## config.mk

```make
export PLATFORM = sky130hd
export DESIGN_NAME = stlb_ad_mux_flat
export DESIGN_NICKNAME = d
export VERILOG_FILES = /design/src/stlb_pkg.sv /design/src/stlb_ram_if.sv /design/src/stlb_ad_mux.sv /design/src/flat_wrapper.sv
export VERILOG_INCLUDE_DIRS = /design/src
export SDC_FILE = /design/constraint.sdc
export NUM_CORES = 1
export LEC_CHECK = 0
export CAP_MARGIN = 40
export CORE_MARGIN = 3
export CORE_UTILIZATION = 58
export DETAILED_ROUTE_END_ITERATION = 10
export DONT_BUFFER_PORTS = 1
export GPL_TIMING_DRIVEN = 0
export PLACE_DENSITY = 0.84
export RECOVER_POWER = 50
export SYNTH_ARGS = -nofsm -noshare
export SYNTH_HDL_FRONTEND = slang
export SYNTH_SLANG_ARGS = --single-unit
```

## constraint.sdc

```tcl
create_clock -name clk -period 0.85 [get_ports clk]
set_input_delay 0.085 -clock clk [delete_from_list [all_inputs] [get_ports clk]]
set_output_delay 0.085 -clock clk [all_outputs]
set_load 0.01 [all_outputs]
```

## src/stlb_settings.svh

```systemverilog
`ifndef STLB_SETTINGS_SVH
`define STLB_SETTINGS_SVH

// ==================================================
// Geometry of the shared TLB
// ==================================================

// Number of entries and the index width that selects one of them
`define STLB_ENTRIES 256
`define STLB_LOG_ENTRIES 8

// Virtual and physical address widths
`define STLB_VA_W 32
`define STLB_PA_W 32

// Page offset width, 8 KiB pages
`define STLB_PAGE_SHIFT 13

// Address-space ID width
`define STLB_ASID_W 8

// Virtual page bits above the index, stored as the tag
`define STLB_TAG_W (`STLB_VA_W - `STLB_PAGE_SHIFT - `STLB_LOG_ENTRIES)

// Physical page number width
`define STLB_PPN_W (`STLB_PA_W - `STLB_PAGE_SHIFT)

`endif

```

## src/stlb_pkg.sv

```systemverilog
`include "stlb_settings.svh"

package stlb_pkg;

	// ==================================================
	// Controller state
	// ==================================================

	// Reset sweep, normal operation and the invalidate-all sweep
	typedef enum logic [1:0] {
		ST_RST,
		ST_RUN,
		ST_INVALL
	} stlb_state_t;

	// ==================================================
	// Stored entry, 42 bits
	// ==================================================

	// Perm bits are read, write, execute from msb to lsb
	typedef struct packed {
		logic                      valid;
		logic [`STLB_ASID_W-1:0]   asid;
		logic [`STLB_TAG_W-1:0]    tag;
		logic [`STLB_PPN_W-1:0]    ppn;
		logic [2:0]                perm;
	} stlb_entry_t;

	// ==================================================
	// Wishbone data word and its four decodings
	// ==================================================

	// Upper half of an entry: valid, ASID and tag
	typedef struct packed {
		logic [31-`STLB_ASID_W-`STLB_TAG_W-1:0] rsvd;
		logic                                   valid;
		logic [`STLB_ASID_W-1:0]                asid;
		logic [`STLB_TAG_W-1:0]                 tag;
	} stlb_hi_word_t;

	// Lower half of an entry: physical page and permissions
	typedef struct packed {
		logic [32-`STLB_PPN_W-3-1:0] rsvd;
		logic [`STLB_PPN_W-1:0]      ppn;
		logic [2:0]                  perm;
	} stlb_lo_word_t;

	// Target index of a commit, held in the low bits
	typedef struct packed {
		logic [32-`STLB_LOG_ENTRIES-1:0] rsvd;
		logic [`STLB_LOG_ENTRIES-1:0]    idx;
	} stlb_index_word_t;

	// Command word, bit 0 starts invalidate-all and bit 1 reads as busy
	typedef struct packed {
		logic [29:0] rsvd;
		logic        busy;
		logic        invall;
	} stlb_cmd_word_t;

	// The register address picks which view applies to a word
	typedef union packed {
		stlb_hi_word_t    hi;
		stlb_lo_word_t    lo;
		stlb_index_word_t index;
		stlb_cmd_word_t   cmd;
	} stlb_wb_word_u;

	// Word registers, selected by address bits 3:2
	typedef enum logic [1:0] {
		REG_HI    = 2'd0,
		REG_LO    = 2'd1,
		REG_INDEX = 2'd2,
		REG_CMD   = 2'd3
	} stlb_reg_t;

endpackage

```

## src/stlb_ram_if.sv

```systemverilog
`include "stlb_settings.svh"

interface stlb_ram_if;

	// Write port, fed by the address/data selector
	logic                          we;
	logic [`STLB_LOG_ENTRIES-1:0]  wadr;
	stlb_pkg::stlb_entry_t         wdat;

	// Read port, owned by the lookup pipeline
	logic [`STLB_LOG_ENTRIES-1:0]  radr;
	stlb_pkg::stlb_entry_t         rdat;

	// Writer side
	modport wr (
		output we,
		output wadr,
		output wdat
	);

	// Storage side sees both ports
	modport mem (
		input  we,
		input  wadr,
		input  wdat,
		input  radr,
		output rdat
	);

	// Reader side
	modport rd (
		output radr,
		input  rdat
	);

endinterface

```

## src/stlb_ad_mux.sv

```systemverilog
`include "stlb_settings.svh"

module stlb_ad_mux (
	input  logic                         clk,
	input  stlb_pkg::stlb_state_t        state,
	input  logic [`STLB_LOG_ENTRIES-1:0] sweep_index,
	input  logic                         commit,
	input  logic [`STLB_LOG_ENTRIES-1:0] commit_index,
	input  stlb_pkg::stlb_entry_t        commit_entry,
	stlb_ram_if.wr                       ram
);

	// ==================================================
	// Write address and data selection
	// ==================================================

	// The entry memory has a single write port, so the sweep and
	// software commits share it and the state picks the source
	always_ff @(posedge clk)
	begin
		case (state)
			stlb_pkg::ST_RST,
			stlb_pkg::ST_INVALL:
			begin
				// Sweeps store an all-zero entry, which clears the valid bit
				ram.we <= 1'b1;
				ram.wadr <= sweep_index;
				ram.wdat <= '0;
			end
			stlb_pkg::ST_RUN:
			begin
				// Only the commit pulse from the register block writes
				ram.we <= commit;
				ram.wadr <= commit_index;
				ram.wdat <= commit_entry;
			end
			default:
			begin
				// Nothing is written from an unused state encoding
				ram.we <= 1'b0;
				ram.wadr <= commit_index;
				ram.wdat <= commit_entry;
			end
		endcase
	end

endmodule

```

## src/flat_wrapper.sv

```systemverilog
// flat-port wrapper written by rule: the top's interface ports become plain ports
module stlb_ad_mux_flat 
  (clk, state, sweep_index, commit, commit_index, commit_entry, ram_we, ram_wadr, ram_wdat);
  stlb_ram_if ram_i ();
  input  logic clk;
  input  stlb_pkg::stlb_state_t state;
  input  logic [`STLB_LOG_ENTRIES-1:0] sweep_index;
  input  logic commit;
  input  logic [`STLB_LOG_ENTRIES-1:0] commit_index;
  input  stlb_pkg::stlb_entry_t commit_entry;
  output wire logic [$bits(ram_i.we)-1:0] ram_we;
  output wire logic [$bits(ram_i.wadr)-1:0] ram_wadr;
  output wire logic [$bits(ram_i.wdat)-1:0] ram_wdat;
  assign ram_we = ram_i.we;
  assign ram_wadr = ram_i.wadr;
  assign ram_wdat = ram_i.wdat;
  stlb_ad_mux u_core (.clk(clk), .state(state), .sweep_index(sweep_index), .commit(commit), .commit_index(commit_index), .commit_entry(commit_entry), .ram(ram_i));
endmodule
```

## After elaboration in Yosys (flattened, before gate mapping)

Index checks and enable logic that the tools add are counted.

| word-level totals | value |
|---|---|
| bits in read-only memories | 0 |
| word-level logic and storage cells | 13 |
| bits in writable memories | 0 |
| memories kept | 0 |
| bits in registers | 51 |
| input bits | 62 |
| bits in latches | 0 |
| output and inout bits | 51 |

| cells by class | value |
|---|---|
| bitwise logic cells | 0 |
| add/subtract/negate cells | 0 |
| reduce and logical (&&, ||, !) cells | 2 |
| equality and inequality tests | 2 |
| multiply operators | 0 |
| mux-type cells | 2 |
| magnitude comparators | 0 |
| shift operators | 0 |
| div/mod/pow operators | 0 |

Operator list:

| cell | count |
|---|---|
| 8-bit two-way mux | 1 |
| 2-bit by 1-bit equality test with 1-bit output (second input constant) | 1 |
| 2-bit equality test (second input constant) | 1 |
| 2-bit zero test | 1 |
| 1-bit one-hot mux with 2 select lines | 1 |
| 2-bit OR reduction | 1 |

## Depth between registers and ports, before layout

Gate-level depths: netlist of run 1.

| depth | value |
|---|---|
| word-level depth | 3 |
| depth in mapped cells | 2 |

## Least setup slack after synthesis of run 1

Ideal clock, no wire load.

| timing | value |
|---|---|
| kind | input to register |
| from | in state[0] |
| to | reg u_core.ram.wadr[0] |
| library setup time | 121 ps |
| stages | 2 |
| required time | 729 ps |
| path buffers | 1 |
| path slack | 229 ps |
| arrival time | 499 ps |
| cell sequence | buf_6 mux2_4 |

| between the ends | value |
|---|---|
| word-level cells in the longest chain between the ends | 3 |
| elaborated cells between the ends (all ways) | 4 |
| those cells by class | eq/ne (1); mux (1); reduce/logical (2) |

RTL lines:

| item | RTL line | text |
|---|---|---|
| from (decl) | flat_wrapper.sv:6 | `input stlb_pkg::stlb_state_t state;` |
| 2-bit equality test or 2-bit zero test (tied branches) | stlb_ad_mux.sv:21 | `case (state)` |
| 2-bit OR reduction (*) | stlb_ad_mux.sv:21 |  |
| 8-bit two-way mux (*) | stlb_ad_mux.sv:21 |  |
| to (signal assigned) | stlb_ad_mux.sv:27 | `ram.wadr <= sweep_index;` |
| to (signal assigned) | stlb_ad_mux.sv:34 | `ram.wadr <= commit_index;` |
| to (signal assigned) | stlb_ad_mux.sv:41 | `ram.wadr <= commit_index;` |
| to (decl) | stlb_ram_if.sv:17 | `output wadr,` |

Mark *: on every way between the ends. The rest lies on a longest branch, timed or not.
A chain may end at the register's enable or synchronous reset.

## Final worst setup path of run 1

| timing | value |
|---|---|
| from | reg u_core.ram.wdat[32] (netlist name) |
| to | out ram_wdat[32] |

RTL lines:

| item | RTL line | text |
|---|---|---|
| to (decl) | flat_wrapper.sv:13 | `output wire logic [$bits(ram_i.wdat)-1:0] ram_wdat;` |

No word-level cell between the ends.

==> results of run 1 <==
[worst max path at each step]
stage / startpoint / to / slack [ns] / depth (start not counted)
5_1_grt: u_core.ram.wadr[4]$_DFF_P_ / ram_wadr[4] / -0.03 / 0
4_1_cts: u_core.ram.wdat[33]$_SDFF_PP0_ / ram_wdat[33] / 0.001 / 0
2_1_floorplan: state[0] / u_core.ram.wadr[0]$_DFF_P_ / 0.23 / 2
6_report: u_core.ram.wdat[32]$_SDFF_PP0_ / ram_wdat[32] / -0.009 / 0
3_5_place_dp: state[0] / u_core.ram.wadr[0]$_DFF_P_ / 0.20 / 2
3_3_place_gp: state[0] / u_core.ram.wadr[5]$_DFF_P_ / 0.21 / 2
[kinds of logic (layout without fill, tap and decap cells)]
logic type      after synthesis  after routing  share of synthesized area
flops                        51             51                      0.710
simple gates                 42             42                      0.183
mux                           8              8                     0.0809
buf+inv                       6             75                     0.0235
compound gates                1              1                    0.00347
[sequential cells by signal, summed over array words and instances (netlist names)]
register,count
u_core.ram.wdat,42
u_core.ram.we,1
u_core.ram.wadr,8
[cell usage in the layout (no fill, tap or decap)]
| cell type | count |
|---|---|
| sky130_fd_sc_hd__buf_2 | 3 |
| sky130_fd_sc_hd__and2_1 | 10 |
| sky130_fd_sc_hd__dfxtp_2 | 41 |
| sky130_fd_sc_hd__clkbuf_1 | 3 |
| sky130_fd_sc_hd__o21ai_0 | 1 |
| sky130_fd_sc_hd__clkinv_2 | 1 |
| sky130_fd_sc_hd__mux2_4 | 7 |
| sky130_fd_sc_hd__dlygate4sd3_1 | 61 |
| sky130_fd_sc_hd__inv_1 | 1 |
| sky130_fd_sc_hd__dfxtp_1 | 10 |
| sky130_fd_sc_hd__clkbuf_4 | 5 |
| sky130_fd_sc_hd__buf_6 | 1 |
| sky130_fd_sc_hd__mux2_2 | 1 |
| sky130_fd_sc_hd__and2_0 | 32 |
[where the power goes]
part | internal, uW | total (uW) | leakage, uW | switching (uW)
sequential | 2560 | 2700 | 0.000435 | 140
combinational | 284 | 438 | 0.000430 | 154
clock | 324 | 1060 | 0.0000293 | 737
total | 3160 | 4200 | 0.000894 | 1030
[layout make-up]
class | count | area, um2 | share of cell area
sequential | 51 | 1070 | 0.491
timing repair buffer | 61 | 611 | 0.279
multi-input combinational | 51 | 384 | 0.176
clock buffer | 7 | 45.0 | 0.0206
tap | 28 | 35.0 | 0.0160
buffer | 5 | 30.0 | 0.0137
clock inverter | 1 | 5.00 | 0.00229
inverter | 1 | 3.75 | 0.00172
[metal layers]
| metal | vias up | track usage | part of all wire |
|---|---|---|---|
| li1 | 465 | - | - |
| met1 | 523 | 0.272 | 0.31 |
| met2 | 110 | 0.552 | 0.54 |
| met3 | 30 | 0.107 | 0.089 |
| met4 | 0 | 0.125 | 0.060 |
| met5 | - | 0 | 0 |
[per-stage QoR]
stage / instances / power, uW / hold slack [ns]
floorplan: 108 / 2830 / 0.196
global placement: 136 / 2870 / 0.199
detailed placement: 136 / 2880 / 0.209
CTS: 205 / 4050 / 0.00356
global route: 205 / 4290 / 0.0205
finish: 205 / 4200 / 0.0396
[repair_timing]
action	CTS	global route
hold buffers	61	0
setup endpoints to repair	5	36
gates resized for setup	5	36
hold endpoints to repair	51	0
==> results by stage, run 1 <==
Detailed routing:
- The number of vias in the routed layout is 1128.
- After detailed routing, the number of vias per cell comes to 5.50.
- The total iterations of the first detailed-routing run is 4.
- After detailed routing, the number of remaining DRC violations is 0.
- In the final routed layout, each cell accounts on average for 27.0 um.
- The detailed router finished its first iteration with 35 violations.
- The total wire length is 5.54 mm.
- In this run the remaining antenna-violating nets after routing total 0.

GRT:
- The number of antenna violations at the first check in global routing is 0.
- The remaining global-route overflow is 0.
- The number of global-route vias before repair came to 1145.
- Entering global routing, the biggest net connects 15 pins.
- The first global-routing pass estimated 6.45 mm of wire.
- The total routing usage reported by global routing is 0.290.

Clock network:
- Post-CTS timing repair inserted 0 buffers for setup.
- The H-tree was split into 2 levels.
- The number of clock buffers inserted by TritonCTS is 5.
- The cell sitting at the root of the clock tree is a sky130_fd_sc_hd__clkbuf_4.
- Counting along the longest clock path gives a buffer depth of 2.
- Clock-pin slew was measured on the worst setup and hold paths at 0.14 ns.
- The clock net in this run drives a total of 51 sinks.
- TritonCTS built the clock tree.

Job:
- The tool flagged a number of max-cap violations equal to 0.

Final layout:
- The utilization after layout is 0.960.
- The relative area change from synthesis to final layout is 51.9%.
- The total of fill cells in the finished design is 41.
- The final net count is 238.
- The number of diodes is 0.
- The ratio of cells with drive above 1 in the final layout is 0.333.
- With fillers left out, the area of the finished cells amounts to 0.00219 mm2.

Place:
- The count of input and output buffers is 0.
- The final weighted congestion in routability-driven placement is 0.670.
- Detailed placement finished with a half-perimeter wire length of 1.95 mm.
- After detailed placement, the total cell area comes to 0.00147 mm2.
- Prior to clock tree synthesis, the placed netlist has a worst setup slack of 0.203 ns.

Hold path:
- The type of the worst min-delay path is primary input to flip-flop.
- The worst hold path begins at state[0].
- The sink of the worst hold path is u_core.ram.wadr[1]$_DFF_P_.
- The cell depth of the worst hold path is 2.

Pwr:
- Dividing total power by cell area gives a power density of 1920 mW/mm2.
- IR analysis of the VDD net gives a maximum drop of 1730 uV.
- The static leakage power is 0.000894 uW.

Setup path:
- For the worst setup path, the data required time is 0.76 ns.
- The critical path arrival is 0.77 ns.
- The worst setup path category is flip-flop to primary output.
- The largest fanout on the critical path is 1.
- The element type at the critical path end is a primary output.
- STA classifies the critical path startpoint as a flip-flop.

Yosys:
- The commonest cells after synthesis are sky130_fd_sc_hd__dfxtp_1 (51), sky130_fd_sc_hd__and2_1 (42), sky130_fd_sc_hd__mux2_4 (7).
- The share of synthesized area in the top cell type comes to 0.710.
- The synthesized netlist contains 9 unique library cells.
- In the synthesized netlist the dominant register cell turns out to be sky130_fd_sc_hd__dfxtp_1.
- The count of synthesis-stage warnings from yosys is 0.
- The post-synthesis async set-or-reset flop share is 0.
- Summed over all instances, the cell type with the most area after synthesis is sky130_fd_sc_hd__dfxtp_1.
- The mean instance size in the synthesized netlist is 13.3 um2.
- Ranked by total cell area, the synthesized netlist is headed by sky130_fd_sc_hd__dfxtp_1 (71%), sky130_fd_sc_hd__and2_1 (18%), sky130_fd_sc_hd__mux2_4 (7.3%).
- Counting flops and latches in the post-synthesis netlist gives 51.
- Of the synthesized area, sequential elements account for 0.710.
- The number of nets in the synthesized netlist is 170.
- The synthesized cell area is 0.00144 mm2.
- In this run, synthesis inferred 0 flip-flops with an integrated enable.
- The most common cell in the netlist is sky130_fd_sc_hd__dfxtp_1.
- The synthesized netlist cell count is 108.

STA:
- In the finished design, the share of the clock period the worst path needs comes to 1.01.
- The slew at the pin with the worst max-slew slack is 0.372 ns.
- The post-route worst setup slack is -0.00940 ns.
- After routing, the total negative slack on setup checks comes to -0.0189 ns.
- The final hold violation count is 0.
- The max-slew violation count is 0.
- The final critical delay including setup and external delays is 0.859 ns.
- The final count of negative-setup-slack endpoints is 3.
- The headroom to the max-slew limit is 0.752.
- Based on the critical path, the design can be clocked at up to 1160 MHz.

Floorplanning:
- The die is 55.8 um wide.
- The row count is 17.
- The die area is 0.00311 mm2.
- 113 I/O pins were placed.
- The total core area is 0.00228 mm2.
- For this configuration, the core starts out at a cell density of 0.632.
- The die is 55.8 um tall.

Run status:
- The checks that failed: negative setup slack.
- The flow ran to the end, but the final reports show violations.
Note: power is estimated with default switching activity, not from simulation.
==> run 2: changes to the inputs <==
==> constraint.sdc (replaced) <==
create_clock -name clk -period 0.95 [get_ports clk]
set_input_delay 0.095 -clock clk [delete_from_list [all_inputs] [get_ports clk]]
set_output_delay 0.095 -clock clk [all_outputs]
set_load 0.01 [all_outputs]
==> run 2 against run 1 <==
Compared with the run above: the run now ends clean; sequential power down 12%; count of clock-buffer cells in the layout unchanged; sequential cell count unchanged; critical endpoint is now ram_wdat[10].
==> results by stage, run 2 (synthesis results as in run 1) <==
Clock network:
- The maximum count of clock buffers along a single path is 2 (unchanged).
- The clock sink count is 51 (unchanged).
- The tree is rooted in a sky130_fd_sc_hd__clkbuf_4.
- The number of clock buffers inserted by TritonCTS is 5 (unchanged).
- The count of cells resized by post-cts repair is 0 (-5).
- TritonCTS built the clock tree.
- The CTS H-tree depth is 2 (unchanged).
- The number of buffers inserted by post-CTS setup repair is 0 (unchanged).
- The clock slew seen by the registers of the worst setup and hold paths is 0.13 ns (about the same).
- The number of hold-repair buffers added at the cts stage came to 61 (unchanged).

Detailed routing:
- The vias per cell was 4.98 (-9.5%).
- The total iterations of the first detailed-routing run is 4 (unchanged).
- The total wire length is 4.24 mm (-23%).
- The routed length per placed instance came to 20.7 um (-23%).
- The number of vias in the routed layout is 1021 (-9.5%).
- The detailed router's first-iteration violation count was 16 (-54%).
- The number of DRC violations after detailed routing came to 0 (unchanged).
- The remaining antenna violation count after routing came to 0 (unchanged).

GRT:
- The number of antenna violations at the first check in global routing is 0 (unchanged).
- The pin count of the biggest net entering global routing was 15 (unchanged).
- The layer flagged by global routing as most heavily used is met2.
- The total routing usage reported by global routing was 0.287 (-0.00335).
- The global-route wire length before repair is 6.39 mm (-0.96%).
- The routing usage on met3 came to 0.111 (+0.00464).
- The remaining global-route overflow is 0 (unchanged).
- The number of global-route vias before repair is 1159 (+1.2%).
- The met2 usage in global routing is 0.542 (-0.0101).
- The global-route met1 utilization was 0.269 (-0.00283).

Job:
- The number of violations of the max-capacitance limit is 0 (unchanged).

STA:
- The max-slew violation count was 0 (unchanged).
- The smallest clock period supported by the final layout is computed as 0.852 ns.
- Derived from the worst setup path, the maximum achievable clock frequency is 1170 MHz.
- The worst hold margin is 0.0180 ns (-0.0216 ns).
- The setup TNS was 0 ns (+0.0189 ns).
- The final hold violation count is 0 (unchanged).
- The slew at the pin with the worst max-slew slack is 0.330 ns (-0.0421 ns).
- The period utilization is 0.897.
- The final count of negative-setup-slack endpoints is 0 (-3).
- The headroom to the max-slew limit came to 0.780 (+0.0281).
- The post-route worst setup slack is 0.0978 ns (+0.107 ns).
- Setup repair after global routing left no endpoint under its margin.

Floorplanning:
- The top-level port count is 113 (unchanged).
- The starting density of the core is 0.632 (unchanged).
- The total core area is 0.00228 mm2 (unchanged).
- The die area is 0.00311 mm2 (unchanged).
- The y dimension of the die is 55.8 um (unchanged).
- The row count is 17 (unchanged).
- The die boundary width is 55.8 um (unchanged).

Setup path:
- The worst setup path category is flip-flop to primary output.
- The endpoint required time on the critical path was 0.85 ns (+0.09 ns).
- The worst setup path is captured at a primary output.
- The startpoint type of the worst setup path is a flip-flop.
- The largest fanout on the critical path is 1 (unchanged).
- The critical path arrival is 0.76 ns (about the same).

Run status:
- The flow ran to the end, and the final reports show no timing, DRC or antenna violations.

Final layout:
- The final net count is 238 (unchanged).
- Leaving out fill and tap cells, the most frequent cells in the layout are sky130_fd_sc_hd__dlygate4sd3_1 (61), sky130_fd_sc_hd__dfxtp_1 (51), sky130_fd_sc_hd__and2_0 (31), sky130_fd_sc_hd__and2_1 (11), sky130_fd_sc_hd__mux2_1 (7).
- The relative area change from synthesis to final layout is 46.5%.
- The ratio of cells with drive above 1 in the final layout came to 0.0621 (-0.271).
- The most common library cell in the layout ignoring fill and taps is sky130_fd_sc_hd__dlygate4sd3_1.
- The register with the most flip-flops is u_core.ram.wdat.
- The flip-flop count of the largest register after layout came to 42 (unchanged).
- The number of diodes came to 0 (unchanged).
- The largest registers in the layout are u_core.ram.wdat x42, u_core.ram.wadr x8, u_core.ram.we x1.

Pwr:
- The static leakage power is 0.000856 uW (-4.2%).
- The total power per unit cell area came to 1710 mW/mm2 (-11%).
- The worst-case vdd ir drop was 1630 uV (-5.7%).

Place:
- The pre-CTS worst setup slack is 0.293 ns (+0.0900 ns).
- The count of input and output buffers is 0 (unchanged).
- The post-DP HPWL is 1.95 mm (unchanged).
- The final weighted congestion in routability-driven placement is 0.670 (unchanged).

Hold path:
- The type of the worst min-delay path is primary input to flip-flop.
run 2: cell counts in the layout (fill, tap and decap cells not counted):
No cell type changed its count.
run 2: metal layers:
layer  share of wire  wire length (um)  vias up
li1                -                 -      465
met3           0.090               380       11
met4           0.021                89        0
met5               0                 0        -
met1            0.33              1420      470
met2            0.55              2350       75
run 2: final timing paths:
path,from,to,slack [ns],depth (start not counted)
setup / recovery,u_core.ram.wdat[10]$_SDFF_PP0_,ram_wdat[10],0.1,0
hold / removal,state[0],u_core.ram.wdat[41]$_SDFF_PP0_,0.02,2
run 2: stage by stage:
| stage | std cells | area, um2 | power, uW | utilization |
|---|---|---|---|---|
| floorplan | 108 | 1440 | 2530 | - |
| global placement | 136 | 1470 | 2560 | 0.648 |
| detailed placement | 136 | 1470 | 2570 | 0.648 |
| CTS | 205 | 2130 | 3620 | 0.938 |
| global route | 205 | 2110 | 3730 | 0.926 |
| finish | 205 | 2110 | 3610 | 0.926 |
run 2: layout make-up:
type	instances	area [um2]
buffer	5	30.0
clock buffer	7	45.0
clock inverter	1	5.00
fill	78	168
inverter	1	3.75
multi-input combinational	51	358
sequential	51	1020
tap	28	35.0
timing repair buffer	61	611
run 2: where the power goes:
group / total [uW] / internal [uW] / switching, uW
clock: 888 / 290 / 598
combinational: 341 / 233 / 108
sequential: 2380 / 2270 / 118
total: 3610 / 2790 / 824
